$ cat src/source/video_defines.svh
`ifndef VIDEO_DEFINES_SVH
`define VIDEO_DEFINES_SVH

// datapath widths
`define VIDEO_COORD_WIDTH     12
`define VIDEO_ADDR_WIDTH      14
`define VIDEO_PIXEL_WIDTH     24
`define VIDEO_APB_ADDR_WIDTH  8
`define VIDEO_APB_DATA_WIDTH  32

// register map, byte offsets
`define REG_CONTROL       8'h00
`define REG_H_TOTAL       8'h04
`define REG_H_ACTIVE      8'h08
`define REG_H_SYNC_START  8'h0c
`define REG_H_SYNC_WIDTH  8'h10
`define REG_V_TOTAL       8'h14
`define REG_V_ACTIVE      8'h18
`define REG_V_SYNC_START  8'h1c
`define REG_V_SYNC_WIDTH  8'h20
`define REG_POLARITY      8'h24
`define REG_REPEAT        8'h28
`define REG_LINE_LENGTH   8'h2c
`define REG_RAM_WORDS     8'h30

`endif

$ cat src/source/raster_types_pkg.sv
`default_nettype none

`include "video_defines.svh"

package raster_types_pkg;

    // raster position or timing value in pixels/lines
    typedef logic [`VIDEO_COORD_WIDTH-1:0] coord_t;

    // word address into the line buffer
    typedef logic [`VIDEO_ADDR_WIDTH-1:0] buffer_addr_t;

    // rgb 8:8:8
    typedef logic [`VIDEO_PIXEL_WIDTH-1:0] pixel_t;

    typedef enum logic [1:0] {
        raster_idle,
        raster_warmup,
        raster_active
    } raster_state_t;

endpackage

`default_nettype wire

$ cat src/source/video_config_pkg.sv
`default_nettype none

`include "video_defines.svh"

package video_config_pkg;

    // repetition factor, 0 behaves like 1
    typedef logic [2:0] repeat_t;

    // apb bus vectors
    typedef logic [`VIDEO_APB_ADDR_WIDTH-1:0] apb_addr_t;
    typedef logic [`VIDEO_APB_DATA_WIDTH-1:0] apb_data_t;

endpackage

`default_nettype wire

$ cat src/source/line_buffer_reader.sv
`timescale 1ns/100ps
`default_nettype none

`include "video_defines.svh"

module line_buffer_reader (
    input  logic                           clock,
    input  logic                           reset,
    input  logic                           running,
    input  raster_types_pkg::coord_t       raster_x,
    input  raster_types_pkg::coord_t       raster_y,
    input  raster_types_pkg::coord_t       h_active,
    input  video_config_pkg::repeat_t      rep_h,
    input  video_config_pkg::repeat_t      rep_v,
    input  raster_types_pkg::buffer_addr_t line_length,
    input  raster_types_pkg::buffer_addr_t ram_words,
    output raster_types_pkg::buffer_addr_t rdaddr
);
    import raster_types_pkg::*;
    import video_config_pkg::*;

    // stored values belong to the current position
    buffer_addr_t col_q;
    buffer_addr_t base_q;
    repeat_t      rep_x_q;
    repeat_t      rep_y_q;

    buffer_addr_t cur_col;
    buffer_addr_t cur_base;
    repeat_t      cur_rep_x;
    repeat_t      cur_rep_y;
    repeat_t      rep_h_last;
    repeat_t      rep_v_last;

    logic [`VIDEO_ADDR_WIDTH:0] base_sum;

    // a factor of 0 counts as 1
    assign rep_h_last = (rep_h == '0) ? '0 : rep_h - 1'b1;
    assign rep_v_last = (rep_v == '0) ? '0 : rep_v - 1'b1;
    assign base_sum   = {1'b0, base_q} + {1'b0, line_length};

    always_comb begin
        // column restarts at every line
        cur_col   = (raster_x == '0) ? '0 : col_q;
        cur_rep_x = (raster_x == '0) ? '0 : rep_x_q;

        cur_base  = base_q;
        cur_rep_y = rep_y_q;
        if (raster_x == '0 && raster_y == '0) begin
            cur_base  = '0;
            cur_rep_y = '0;
        end else if (raster_x == '0) begin
            if (rep_y_q == rep_v_last) begin
                cur_rep_y = '0;
                // wrap before the base runs past the buffer
                cur_base  = (base_sum >= {1'b0, ram_words}) ?
                            '0 : base_sum[`VIDEO_ADDR_WIDTH-1:0];
            end else begin
                cur_rep_y = rep_y_q + 1'b1;
            end
        end
    end

    always_ff @(posedge clock or posedge reset) begin
        if (reset) begin
            col_q   <= '0;
            rep_x_q <= '0;
            base_q  <= '0;
            rep_y_q <= '0;
            rdaddr  <= '0;
        end else if (!running) begin
            col_q   <= '0;
            rep_x_q <= '0;
            base_q  <= '0;
            rep_y_q <= '0;
            rdaddr  <= '0;
        end else begin
            if (cur_rep_x == rep_h_last) begin
                col_q   <= cur_col + 1'b1;
                rep_x_q <= '0;
            end else begin
                col_q   <= cur_col;
                rep_x_q <= cur_rep_x + 1'b1;
            end
            base_q  <= cur_base;
            rep_y_q <= cur_rep_y;
            // blanking columns read word 0
            rdaddr  <= (raster_x < h_active) ? cur_base + cur_col : '0;
        end
    end

endmodule

`default_nettype wire

$ cat src/source/pixel_output_stage.sv
`timescale 1ns/100ps
`default_nettype none

module pixel_output_stage (
    input  logic                     clock,
    input  logic                     reset,
    input  logic                     live,
    input  raster_types_pkg::coord_t raster_x,
    input  raster_types_pkg::coord_t raster_y,
    input  raster_types_pkg::coord_t h_active,
    input  raster_types_pkg::coord_t v_active,
    input  raster_types_pkg::pixel_t rddata,
    output raster_types_pkg::pixel_t video_out,
    output logic                     draw_area
);

    logic       in_area;
    // two stages, meets rddata one cycle after the registered address
    logic [1:0] area_pipe;

    assign in_area = (raster_x < h_active) && (raster_y < v_active);

    always_ff @(posedge clock or posedge reset) begin
        if (reset) begin
            area_pipe <= '0;
        end else begin
            area_pipe <= {area_pipe[0], live && in_area};
        end
    end

    ////////////////////////////////////////////////////////////////////////////
    // output register, black outside the draw area
    always_ff @(posedge clock or posedge reset) begin
        if (reset) begin
            video_out <= '0;
            draw_area <= 1'b0;
        end else begin
            video_out <= area_pipe[1] ? rddata : '0;
            draw_area <= area_pipe[1];
        end
    end

endmodule

`default_nettype wire

$ cat src/source/raster_control.sv
`timescale 1ns/100ps
`default_nettype none

module raster_control (
    input  logic                     clock,
    input  logic                     reset,
    input  logic                     start,
    input  raster_types_pkg::coord_t h_total,
    input  raster_types_pkg::coord_t v_total,
    output raster_types_pkg::coord_t raster_x,
    output raster_types_pkg::coord_t raster_y,
    output logic                     frame_start,
    output logic                     running,
    output logic                     live
);
    import raster_types_pkg::*;

    raster_state_t state;
    logic          line_end;
    logic          frame_end;

    assign line_end  = raster_x >= h_total - 1'b1;
    assign frame_end = line_end && (raster_y >= v_total - 1'b1);

    assign running     = state != raster_idle;
    assign live        = state == raster_active;
    assign frame_start = running && (raster_x == '0) && (raster_y == '0);

    ////////////////////////////////////////////////////////////////////////////
    // idle -> one warm-up frame -> active
    always_ff @(posedge clock or posedge reset) begin
        if (reset) begin
            state    <= raster_idle;
            raster_x <= '0;
            raster_y <= '0;
        end else if (!start) begin
            // start cleared, back to idle
            state    <= raster_idle;
            raster_x <= '0;
            raster_y <= '0;
        end else begin
            case (state)
                raster_idle: begin
                    state    <= raster_warmup;
                    raster_x <= '0;
                    raster_y <= '0;
                end
                default: begin
                    // go live on the edge into the next (0,0)
                    if (frame_end) begin
                        state <= raster_active;
                    end

                    if (line_end) begin
                        raster_x <= '0;
                        if (frame_end) begin
                            raster_y <= '0;
                        end else begin
                            raster_y <= raster_y + 1'b1;
                        end
                    end else begin
                        raster_x <= raster_x + 1'b1;
                    end
                end
            endcase
        end
    end

endmodule

`default_nettype wire

$ cat src/source/sync_generator.sv
`timescale 1ns/100ps
`default_nettype none

module sync_generator (
    input  logic                     clock,
    input  logic                     reset,
    input  logic                     live,
    input  logic                     h_polarity,
    input  logic                     v_polarity,
    input  raster_types_pkg::coord_t raster_x,
    input  raster_types_pkg::coord_t raster_y,
    input  raster_types_pkg::coord_t h_sync_start,
    input  raster_types_pkg::coord_t h_sync_width,
    input  raster_types_pkg::coord_t v_sync_start,
    input  raster_types_pkg::coord_t v_sync_width,
    output logic                     hsync,
    output logic                     vsync
);

    logic       h_window;
    logic       v_window;
    // active-high sync, 3 stages to match the pixel path
    logic [2:0] h_pipe;
    logic [2:0] v_pipe;

    // one extra bit so start + width cannot overflow
    assign h_window = (raster_x >= h_sync_start)
                   && ({1'b0, raster_x} < {1'b0, h_sync_start} + {1'b0, h_sync_width});
    assign v_window = (raster_y >= v_sync_start)
                   && ({1'b0, raster_y} < {1'b0, v_sync_start} + {1'b0, v_sync_width});

    always_ff @(posedge clock or posedge reset) begin
        if (reset) begin
            h_pipe <= '0;
            v_pipe <= '0;
        end else begin
            h_pipe <= {h_pipe[1:0], live && h_window};
            v_pipe <= {v_pipe[1:0], live && v_window};
        end
    end

    // polarity 1 means active high
    assign hsync = h_pipe[2] ~^ h_polarity;
    assign vsync = v_pipe[2] ~^ v_polarity;

endmodule

`default_nettype wire

$ cat src/source/video_config_regs.sv
`timescale 1ns/100ps
`default_nettype none

`include "video_defines.svh"

module video_config_regs (
    input  logic                         clock,
    input  logic                         reset,
    input  video_config_pkg::apb_addr_t  paddr,
    input  logic                         psel,
    input  logic                         penable,
    input  logic                         pwrite,
    input  video_config_pkg::apb_data_t  pwdata,
    output video_config_pkg::apb_data_t  prdata,
    output logic                         pready,
    output logic                         pslverr,
    output raster_types_pkg::coord_t     h_total,
    output raster_types_pkg::coord_t     h_active,
    output raster_types_pkg::coord_t     h_sync_start,
    output raster_types_pkg::coord_t     h_sync_width,
    output raster_types_pkg::coord_t     v_total,
    output raster_types_pkg::coord_t     v_active,
    output raster_types_pkg::coord_t     v_sync_start,
    output raster_types_pkg::coord_t     v_sync_width,
    output logic                         h_polarity,
    output logic                         v_polarity,
    output logic                         start,
    output video_config_pkg::repeat_t    rep_h,
    output video_config_pkg::repeat_t    rep_v,
    output raster_types_pkg::buffer_addr_t line_length,
    output raster_types_pkg::buffer_addr_t ram_words
);
    import video_config_pkg::*;

    logic      access;
    logic      hit;
    apb_data_t read_value;

    assign access  = psel && penable;
    assign pready  = 1'b1;
    assign pslverr = access && !hit;
    assign prdata  = read_value;

    ////////////////////////////////////////////////////////////////////////////
    // address decode and readback
    always_comb begin
        hit        = 1'b1;
        read_value = '0;
        case (paddr)
            `REG_CONTROL:      read_value = apb_data_t'(start);
            `REG_H_TOTAL:      read_value = apb_data_t'(h_total);
            `REG_H_ACTIVE:     read_value = apb_data_t'(h_active);
            `REG_H_SYNC_START: read_value = apb_data_t'(h_sync_start);
            `REG_H_SYNC_WIDTH: read_value = apb_data_t'(h_sync_width);
            `REG_V_TOTAL:      read_value = apb_data_t'(v_total);
            `REG_V_ACTIVE:     read_value = apb_data_t'(v_active);
            `REG_V_SYNC_START: read_value = apb_data_t'(v_sync_start);
            `REG_V_SYNC_WIDTH: read_value = apb_data_t'(v_sync_width);
            `REG_POLARITY:     read_value = apb_data_t'({v_polarity, h_polarity});
            `REG_REPEAT:       read_value = apb_data_t'({rep_v, 1'b0, rep_h});
            `REG_LINE_LENGTH:  read_value = apb_data_t'(line_length);
            `REG_RAM_WORDS:    read_value = apb_data_t'(ram_words);
            default:           hit = 1'b0;
        endcase
    end

    ////////////////////////////////////////////////////////////////////////////
    // mode registers, defaults give a small 32x16 mode
    always_ff @(posedge clock or posedge reset) begin
        if (reset) begin
            start        <= 1'b0;
            h_total      <= `VIDEO_COORD_WIDTH'(40);
            h_active     <= `VIDEO_COORD_WIDTH'(32);
            h_sync_start <= `VIDEO_COORD_WIDTH'(34);
            h_sync_width <= `VIDEO_COORD_WIDTH'(3);
            v_total      <= `VIDEO_COORD_WIDTH'(20);
            v_active     <= `VIDEO_COORD_WIDTH'(16);
            v_sync_start <= `VIDEO_COORD_WIDTH'(17);
            v_sync_width <= `VIDEO_COORD_WIDTH'(2);
            h_polarity   <= 1'b1;
            v_polarity   <= 1'b1;
            rep_h        <= 3'd1;
            rep_v        <= 3'd1;
            line_length  <= `VIDEO_ADDR_WIDTH'(32);
            ram_words    <= `VIDEO_ADDR_WIDTH'(512);
        end else if (access && pwrite) begin
            case (paddr)
                `REG_CONTROL:      start        <= pwdata[0];
                `REG_H_TOTAL:      h_total      <= pwdata[`VIDEO_COORD_WIDTH-1:0];
                `REG_H_ACTIVE:     h_active     <= pwdata[`VIDEO_COORD_WIDTH-1:0];
                `REG_H_SYNC_START: h_sync_start <= pwdata[`VIDEO_COORD_WIDTH-1:0];
                `REG_H_SYNC_WIDTH: h_sync_width <= pwdata[`VIDEO_COORD_WIDTH-1:0];
                `REG_V_TOTAL:      v_total      <= pwdata[`VIDEO_COORD_WIDTH-1:0];
                `REG_V_ACTIVE:     v_active     <= pwdata[`VIDEO_COORD_WIDTH-1:0];
                `REG_V_SYNC_START: v_sync_start <= pwdata[`VIDEO_COORD_WIDTH-1:0];
                `REG_V_SYNC_WIDTH: v_sync_width <= pwdata[`VIDEO_COORD_WIDTH-1:0];
                `REG_POLARITY: begin
                    h_polarity <= pwdata[0];
                    v_polarity <= pwdata[1];
                end
                // rep_h in bits 2:0, rep_v in bits 6:4
                `REG_REPEAT: begin
                    rep_h <= pwdata[2:0];
                    rep_v <= pwdata[6:4];
                end
                `REG_LINE_LENGTH:  line_length  <= pwdata[`VIDEO_ADDR_WIDTH-1:0];
                `REG_RAM_WORDS:    ram_words    <= pwdata[`VIDEO_ADDR_WIDTH-1:0];
                default: ;
            endcase
        end
    end

endmodule

`default_nettype wire

$ cat src/source/video_output_top.sv
`timescale 1ns/100ps
`default_nettype none

module video_output_top (
    input  logic                           clock,
    input  logic                           reset,
    input  video_config_pkg::apb_addr_t    paddr,
    input  logic                           psel,
    input  logic                           penable,
    input  logic                           pwrite,
    input  video_config_pkg::apb_data_t    pwdata,
    output video_config_pkg::apb_data_t    prdata,
    output logic                           pready,
    output logic                           pslverr,
    output raster_types_pkg::buffer_addr_t rdaddr,
    input  raster_types_pkg::pixel_t       rddata,
    output raster_types_pkg::pixel_t       video_out,
    output logic                           hsync,
    output logic                           vsync,
    output logic                           draw_area,
    output logic                           frame_live
);
    import raster_types_pkg::*;
    import video_config_pkg::*;

    // mode settings
    coord_t       h_total;
    coord_t       h_active;
    coord_t       h_sync_start;
    coord_t       h_sync_width;
    coord_t       v_total;
    coord_t       v_active;
    coord_t       v_sync_start;
    coord_t       v_sync_width;
    logic         h_polarity;
    logic         v_polarity;
    logic         start;
    repeat_t      rep_h;
    repeat_t      rep_v;
    buffer_addr_t line_length;
    buffer_addr_t ram_words;

    // raster position and control
    coord_t       raster_x;
    coord_t       raster_y;
    logic         running;

    video_config_regs u_regs (
        .clock        (clock),
        .reset        (reset),
        .paddr        (paddr),
        .psel         (psel),
        .penable      (penable),
        .pwrite       (pwrite),
        .pwdata       (pwdata),
        .prdata       (prdata),
        .pready       (pready),
        .pslverr      (pslverr),
        .h_total      (h_total),
        .h_active     (h_active),
        .h_sync_start (h_sync_start),
        .h_sync_width (h_sync_width),
        .v_total      (v_total),
        .v_active     (v_active),
        .v_sync_start (v_sync_start),
        .v_sync_width (v_sync_width),
        .h_polarity   (h_polarity),
        .v_polarity   (v_polarity),
        .start        (start),
        .rep_h        (rep_h),
        .rep_v        (rep_v),
        .line_length  (line_length),
        .ram_words    (ram_words)
    );

    // frame_start is a monitor point only
    raster_control u_control (
        .clock       (clock),
        .reset       (reset),
        .start       (start),
        .h_total     (h_total),
        .v_total     (v_total),
        .raster_x    (raster_x),
        .raster_y    (raster_y),
        .frame_start (),
        .running     (running),
        .live        (frame_live)
    );

    line_buffer_reader u_reader (
        .clock       (clock),
        .reset       (reset),
        .running     (running),
        .raster_x    (raster_x),
        .raster_y    (raster_y),
        .h_active    (h_active),
        .rep_h       (rep_h),
        .rep_v       (rep_v),
        .line_length (line_length),
        .ram_words   (ram_words),
        .rdaddr      (rdaddr)
    );

    sync_generator u_sync (
        .clock        (clock),
        .reset        (reset),
        .live         (frame_live),
        .h_polarity   (h_polarity),
        .v_polarity   (v_polarity),
        .raster_x     (raster_x),
        .raster_y     (raster_y),
        .h_sync_start (h_sync_start),
        .h_sync_width (h_sync_width),
        .v_sync_start (v_sync_start),
        .v_sync_width (v_sync_width),
        .hsync        (hsync),
        .vsync        (vsync)
    );

    pixel_output_stage u_pixel (
        .clock     (clock),
        .reset     (reset),
        .live      (frame_live),
        .raster_x  (raster_x),
        .raster_y  (raster_y),
        .h_active  (h_active),
        .v_active  (v_active),
        .rddata    (rddata),
        .video_out (video_out),
        .draw_area (draw_area)
    );

endmodule

`default_nettype wire

$ cat config.mk
export PLATFORM = sky130hd
export DESIGN_NAME = video_output_top
export DESIGN_NICKNAME = d
export VERILOG_FILES = /design/src/source/raster_types_pkg.sv /design/src/source/video_config_pkg.sv /design/src/source/line_buffer_reader.sv /design/src/source/pixel_output_stage.sv /design/src/source/raster_control.sv /design/src/source/sync_generator.sv /design/src/source/video_config_regs.sv /design/src/source/video_output_top.sv
export VERILOG_INCLUDE_DIRS = /design/src /design/src/source
export SDC_FILE = /design/constraint.sdc
export NUM_CORES = 1
export LEC_CHECK = 0
export ABC_CLOCK_PERIOD_IN_PS = 17450
export BUFFER_PORTS_ARGS = -buffer_cell sky130_fd_sc_hd__buf_2
export CORE_UTILIZATION = 40
export CTS_BUF_LIST = sky130_fd_sc_hd__clkbuf_8
export DETAILED_ROUTE_END_ITERATION = 8
export GPL_TIMING_DRIVEN = 0
export PLACE_DENSITY = 0.61
export SLEW_MARGIN = 20
export SYNTH_ARGS = -nofsm -noshare
export SYNTH_HDL_FRONTEND = slang
export SYNTH_SLANG_ARGS = --single-unit
$ cat constraint.sdc
create_clock -name clock -period 17.45 [get_ports clock]
set_input_delay 2.6175 -clock clock [delete_from_list [all_inputs] [get_ports clock]]
set_output_delay 2.6175 -clock clock [all_outputs]
set_load 0.005 [all_outputs]
Word level (Yosys, flattened, before mapping)

Index checks and enable logic that the tools add are counted.

Register bits after elaboration: 240
Bits of input ports: 69
Output and inout port bits: 76
Logic and storage cells: 135

$add $sub $neg: 13
Order comparisons: 9
Eq/ne operators: 18
Muxes and demuxes: 32
Bitwise logic cells: 2
Reduce and logical (&&, ||, !) cells: 33

Operators by type and width:

| cell                  | number |
|---|---|
| $pmux 14 s13          | 1 |
| $mux 14               | 10 |
| $mux 12               | 7 |
| $ge 12x12->1          | 4 |
| $eq 8x6->1 const B    | 5 |
| $eq 8x5->1 const B    | 4 |
| $mux 3                | 9 |
| $add 12x12->13        | 2 |
| $lt 12x13->1          | 2 |
| $reduce_and 2->1      | 13 |
| $add 12x1->12 const B | 2 |
| $logic_not 12->1      | 2 |
| $lt 12x12->1          | 2 |
| $mux 24               | 1 |
| $sub 12x1->12 const B | 2 |
| $eq 8x4->1 const B    | 2 |
| $add 14x14->15        | 1 |
| $ge 15x14->1          | 1 |
| $add 14x1->14 const B | 1 |
| $add 14x14->14        | 1 |
| $reduce_or 13->1      | 1 |
| $logic_and 1x1->1     | 11 |
| $eq 8x3->1 const B    | 1 |
| $logic_not 8->1       | 1 |
| 13 further kinds      | 21 |

Logic depth before layout (Yosys ltp)

Word-level depth: 9
Gate-level depth with buffers: 25
Depth with buffers taken out: 24

By module

From an unflattened synthesis, not the netlist that was laid out.

Cell total of the unflattened synthesis: 1,698
Area, all modules: 17,113.9 um^2

Modules (own cells, without submodules):

| module             | times used | cells each | area each (um^2) | sequential area each (um^2) |
|---|---|---|---|---|
| video_config_regs  | 1          | 512        | 6,800.3          | 3,352.0 |
| line_buffer_reader | 1          | 500        | 4,314.1          | 1,201.2 |
| sync_generator     | 1          | 301        | 2,348.5          | 150.1 |
| raster_control     | 1          | 256        | 2,272.2          | 650.6 |
| pixel_output_stage | 1          | 129        | 1,378.8          | 675.6 |

Worst setup path before layout

OpenSTA, ideal clock, no wires.

Path type: input port to output port
From: input port paddr[1]
To: output port prdata[9]
Arrival time: 4.301 ns
Data required time: 14.832 ns
Path slack: 10.532 ns
Stages: 7
Path buffers: 2
Cell sequence: or2_2 nor3_1 and3_1 clkbuf_1 clkbuf_1 a22oi_1 o211ai_1

Cells in the longest elaborated chain, start to end: 2
Elaborated cells between the ends (all ways): 14
Those cells by class: eq/ne (12); mux (1); reduce/logical (1)

Ends and longest elaborated chain:

| what                               | RTL line                | RTL |
|---|---|---|
| start: declaration                 | video_output_top.sv:7   | `input video_config_pkg::apb_addr_t paddr,` |
| $eq 8x6->1 (tied with other cells) | video_config_regs.sv:49 | `case (paddr)` |
| $pmux 14 s13 *                     | video_config_regs.sv:49 |  |
| end: declaration                   | video_output_top.sv:12  | `output video_config_pkg::apb_data_t prdata,` |

Mark *: on every way between the ends. The rest lies on a longest branch, timed or not.

Final worst setup path

Ends and elaborated chain as after synthesis.

==> impl_metrics.toml <==
[timing]
slew_headroom_pct = 23.0
slew_viol_final = 0
period_share_pct = 48.7
finalHoldViolCount = 0
max_freq_mhz = 118
setup_viol = 0
worst_pin_slew_ns = 1.15
rsz0062_at_grt = "no"
setup_ws_ns = 8.95
finalCriticalPeriod_ns = 8.50
setup_tns_ns = 0
finClkSkew_ns = 0.0194

[yosys]
synth_cell_types = 75
synth_seq_cells = 240
netlist_area_um2 = 16000
synthTopCellsByCount = "221 x dfrtp_1, 170 x ha_1, 134 x mux2_2"
yosys_warnings = 0
synth.most_common_cell = "dfrtp_1"
synthCells = 1614
synthFlopType = "dfrtp_1"
avgSynthCellArea_um2 = 9.92
yosysSeqAreaShare_pct = 37.7
synth.largest_area_cell = "dfrtp_1"
synth_edf_count = 0
postSynth.asyncResetShare_pct = 100
synth.area.top_cells = "dfrtp_1 35%, ha_1 13%, mux2_2 9.4%, dfstp_2 3.1%, nor2_1 2.7%"
synth_top_cell_area_share_pct = 34.5

[cts]
holdBufCountCts = 0
post-cts-setup-buffers = 0
numCtsBuffers = 44
clock_latency_ns = 0.62
tritoncts = "built"
clock_sinks = 240
ctsLongestPathBuffers = 3
path_clk_slew_ns = 0.06
cts_resized = 0
root_buffer = "clkbuf_8"
cts-htree-levels = 2

[min_path]
holdCritPathClass = "reg2reg"
whs_path_depth = 0
worstHoldStart = "u_sync.v_pipe[1]"
hold-path-endpoint = "u_sync.v_pipe[2]"

[pwr]
p_clk_share_pct = 47.3
p_int_mw = 0.922
power_leakage_nw = 9.05
vdd_drop_max_uv = 44.0
p_switching_mw = 0.321
combPwrFrac_pct = 7.0
powerDensity_nw_per_um2 = 68.1
swShare_pct = 25.8
seq_power_share_pct = 45.7

[place]
finalWeightedCongestion = 0.923
post-place-cells = 2253
place_ws_ns = 9.06
io_buffer_count = 101
dp.final_hpwl_mm = 37.3

[layout]
area_growth_pct = 14.1
layoutNonFillerInstCount = 2335
drive_gt1_share_pct = 20.9
fin_nets = 2024
fillers = 3800

[setup_path]
worst-setup-path-type = "in2out"
crit_path_end_kind = "primary output"
arrival_ns = 5.88
r2r_cells = 22
worstPathMaxFanout = 10
setup.worst_path.start_class = "input pin"
r2r_end = "u_reader.rdaddr[12]"
cp.required_ns = 14.83
cpMaxStageDelayCell = "nor3_1"
path_cells = "buf_2 -> or2_2 -> nor3_1 -> and3_1 -> clkbuf_1 -> clkbuf_1 -> a22oi_1 -> o211ai_1 -> buf_2"
critical-path-max-stage-delay_ns = 0.81
r2r_start = "u_regs.line_length[3]"
r2r_slack_ns = 11.35

[outcome]
status = "finished, final reports clean"

[detailed_routing]
dr.pass1.iters = 5
wl_per_cell_um = 21.1
route.detailed.drc = 0
num_vias = 13200
totalWireLength_mm = 49.3
first_iter_violations = 865
vias_per_cell = 5.66
ant_nets = 0

[run]
cap_violations = 0

[global_route]
grt_pass1_wl_mm = 76.3
grt_overflow = 0
antenna_found_initial = 1
grt_pass1_vias = 13200
grt.total_usage_pct = 24.4
grt_max_degree = 97

[floorplan]
coreArea_um2 = 39100
die_h_um = 202
die_w_um = 202
die_area_um2 = 40800
rows = 72
start_util_pct = 40.9
ios = 145
[state kept, by name (all words and copies together), names as in the netlist, 14 cells and up]
signal              count
u_pixel.video_out      24
u_reader.base_q        14
u_reader.col_q         14
u_reader.rdaddr        14
u_regs.line_length     14
u_regs.ram_words       14
[layer usage]
metal | vias up | track usage [%] | wire length [µm]
met5 | - | 0 | 0
met3 | 108 | 3.29 | 2630
met4 | 0 | 10.6 | 1890
li1 | 6166 | - | -
met2 | 399 | 39.1 | 22700
met1 | 6551 | 33.0 | 22100
[metrics by stage]
| stage | instance area, µm² | hold WS, ns | power, mW | util, % |
|---|---|---|---|---|
| finish | 18300 | 0.345 | 1.24 | 46.7 |
| global route | 18300 | 0.355 | 1.29 | 46.7 |
| CTS | 18300 | 0.350 | 1.26 | 46.7 |
| detailed placement | 17300 | 0.335 | 0.665 | 44.3 |
| global placement | 17200 | 0.332 | 0.661 | 44.1 |
| floorplan | 16100 | 0.331 | 0.634 | - |
[final cells by class]
class	count	area [µm²]	share of cell area, %
Multi-Input combinational cell	1213	9300	50.9
Sequential cell	240	6030	33.0
Clock buffer	61	840	4.60
Tap cell	518	648	3.55
Timing Repair Buffer	104	568	3.11
Inverter	99	379	2.08
Buffer	79	378	2.07
Clock inverter	20	121	0.664
Antenna cell	1	2.50	0.0137
[how the worst max path moves through the flow]
stage / start / endpoint / slack [ns]
after floorplan: reset / u_control.raster_x[0] / 8.28
after global placement: reset / u_regs.v_sync_start[11] / 5.37
after detailed placement: paddr[1] / prdata[9] / 9.06
after CTS: paddr[1] / prdata[9] / 9.05
after global routing: paddr[1] / prdata[9] / 8.90
final: paddr[1] / prdata[9] / 8.95
[power groups by stage]
stage | Clock [mW] | Sequential (mW) | Combinational [mW]
3_3_place_gp | 0 | 0.578 | 0.0828
6_report | 0.588 | 0.569 | 0.0870
4_1_cts | 0.599 | 0.568 | 0.0876
5_1_grt | 0.624 | 0.569 | 0.0973
2_1_floorplan | 0 | 0.575 | 0.0583
3_5_place_dp | 0 | 0.578 | 0.0872
[cell usage in the layout (no fill, tap or decap), types with 9 or more instances in the layout]
cell,n
clkinv_2,9
ha_1,170
dfstp_2,19
nand2_1,90
xnor2_1,44
conb_1,19
nand3_1,49
a21o_1,40
buf_1,11
a21oi_1,63
mux2_2,134
nand2b_1,25
clkbuf_8,61
nor2_1,116
buf_4,20
a211oi_1,15
and2_1,47
or2_2,15
o21ai_0,48
nand4_1,14
clkbuf_1,46
a22oi_1,41
nor3_1,29
mux2i_1,15
inv_1,106
buf_2,103
a31oi_1,11
a22o_1,9
o211ai_1,17
and3_1,17
xor2_1,30
nor4_1,10
dfrtp_1,221
o21a_1,12
o2bb2ai_1,9
[cell families (layout without fill, tap and decap cells)]
group / Yosys count / count (layout) / synth area share (%)
AOI/OAI and AO/OA: 340 / 340 / 14.8
xor gates and xnor gates: 74 / 74 / 4.05
adders and majority gates: 174 / 174 / 13.8
buffers and inverters: 178 / 363 / 4.68
DFF: 240 / 240 / 37.7
muxes: 149 / 149 / 10.4
other: 2 / 20 / 0.0469
and+or+nand+nor: 457 / 457 / 14.6
[worst max-delay path: cells and delay by family]
kind	cells	cell delay, ns
AO/OA/AOI/OAI	2	0.56
AND/OR/NAND/NOR	3	1.43
buffers and inverters	4	1.24
(Power assumes the default switching activity.)
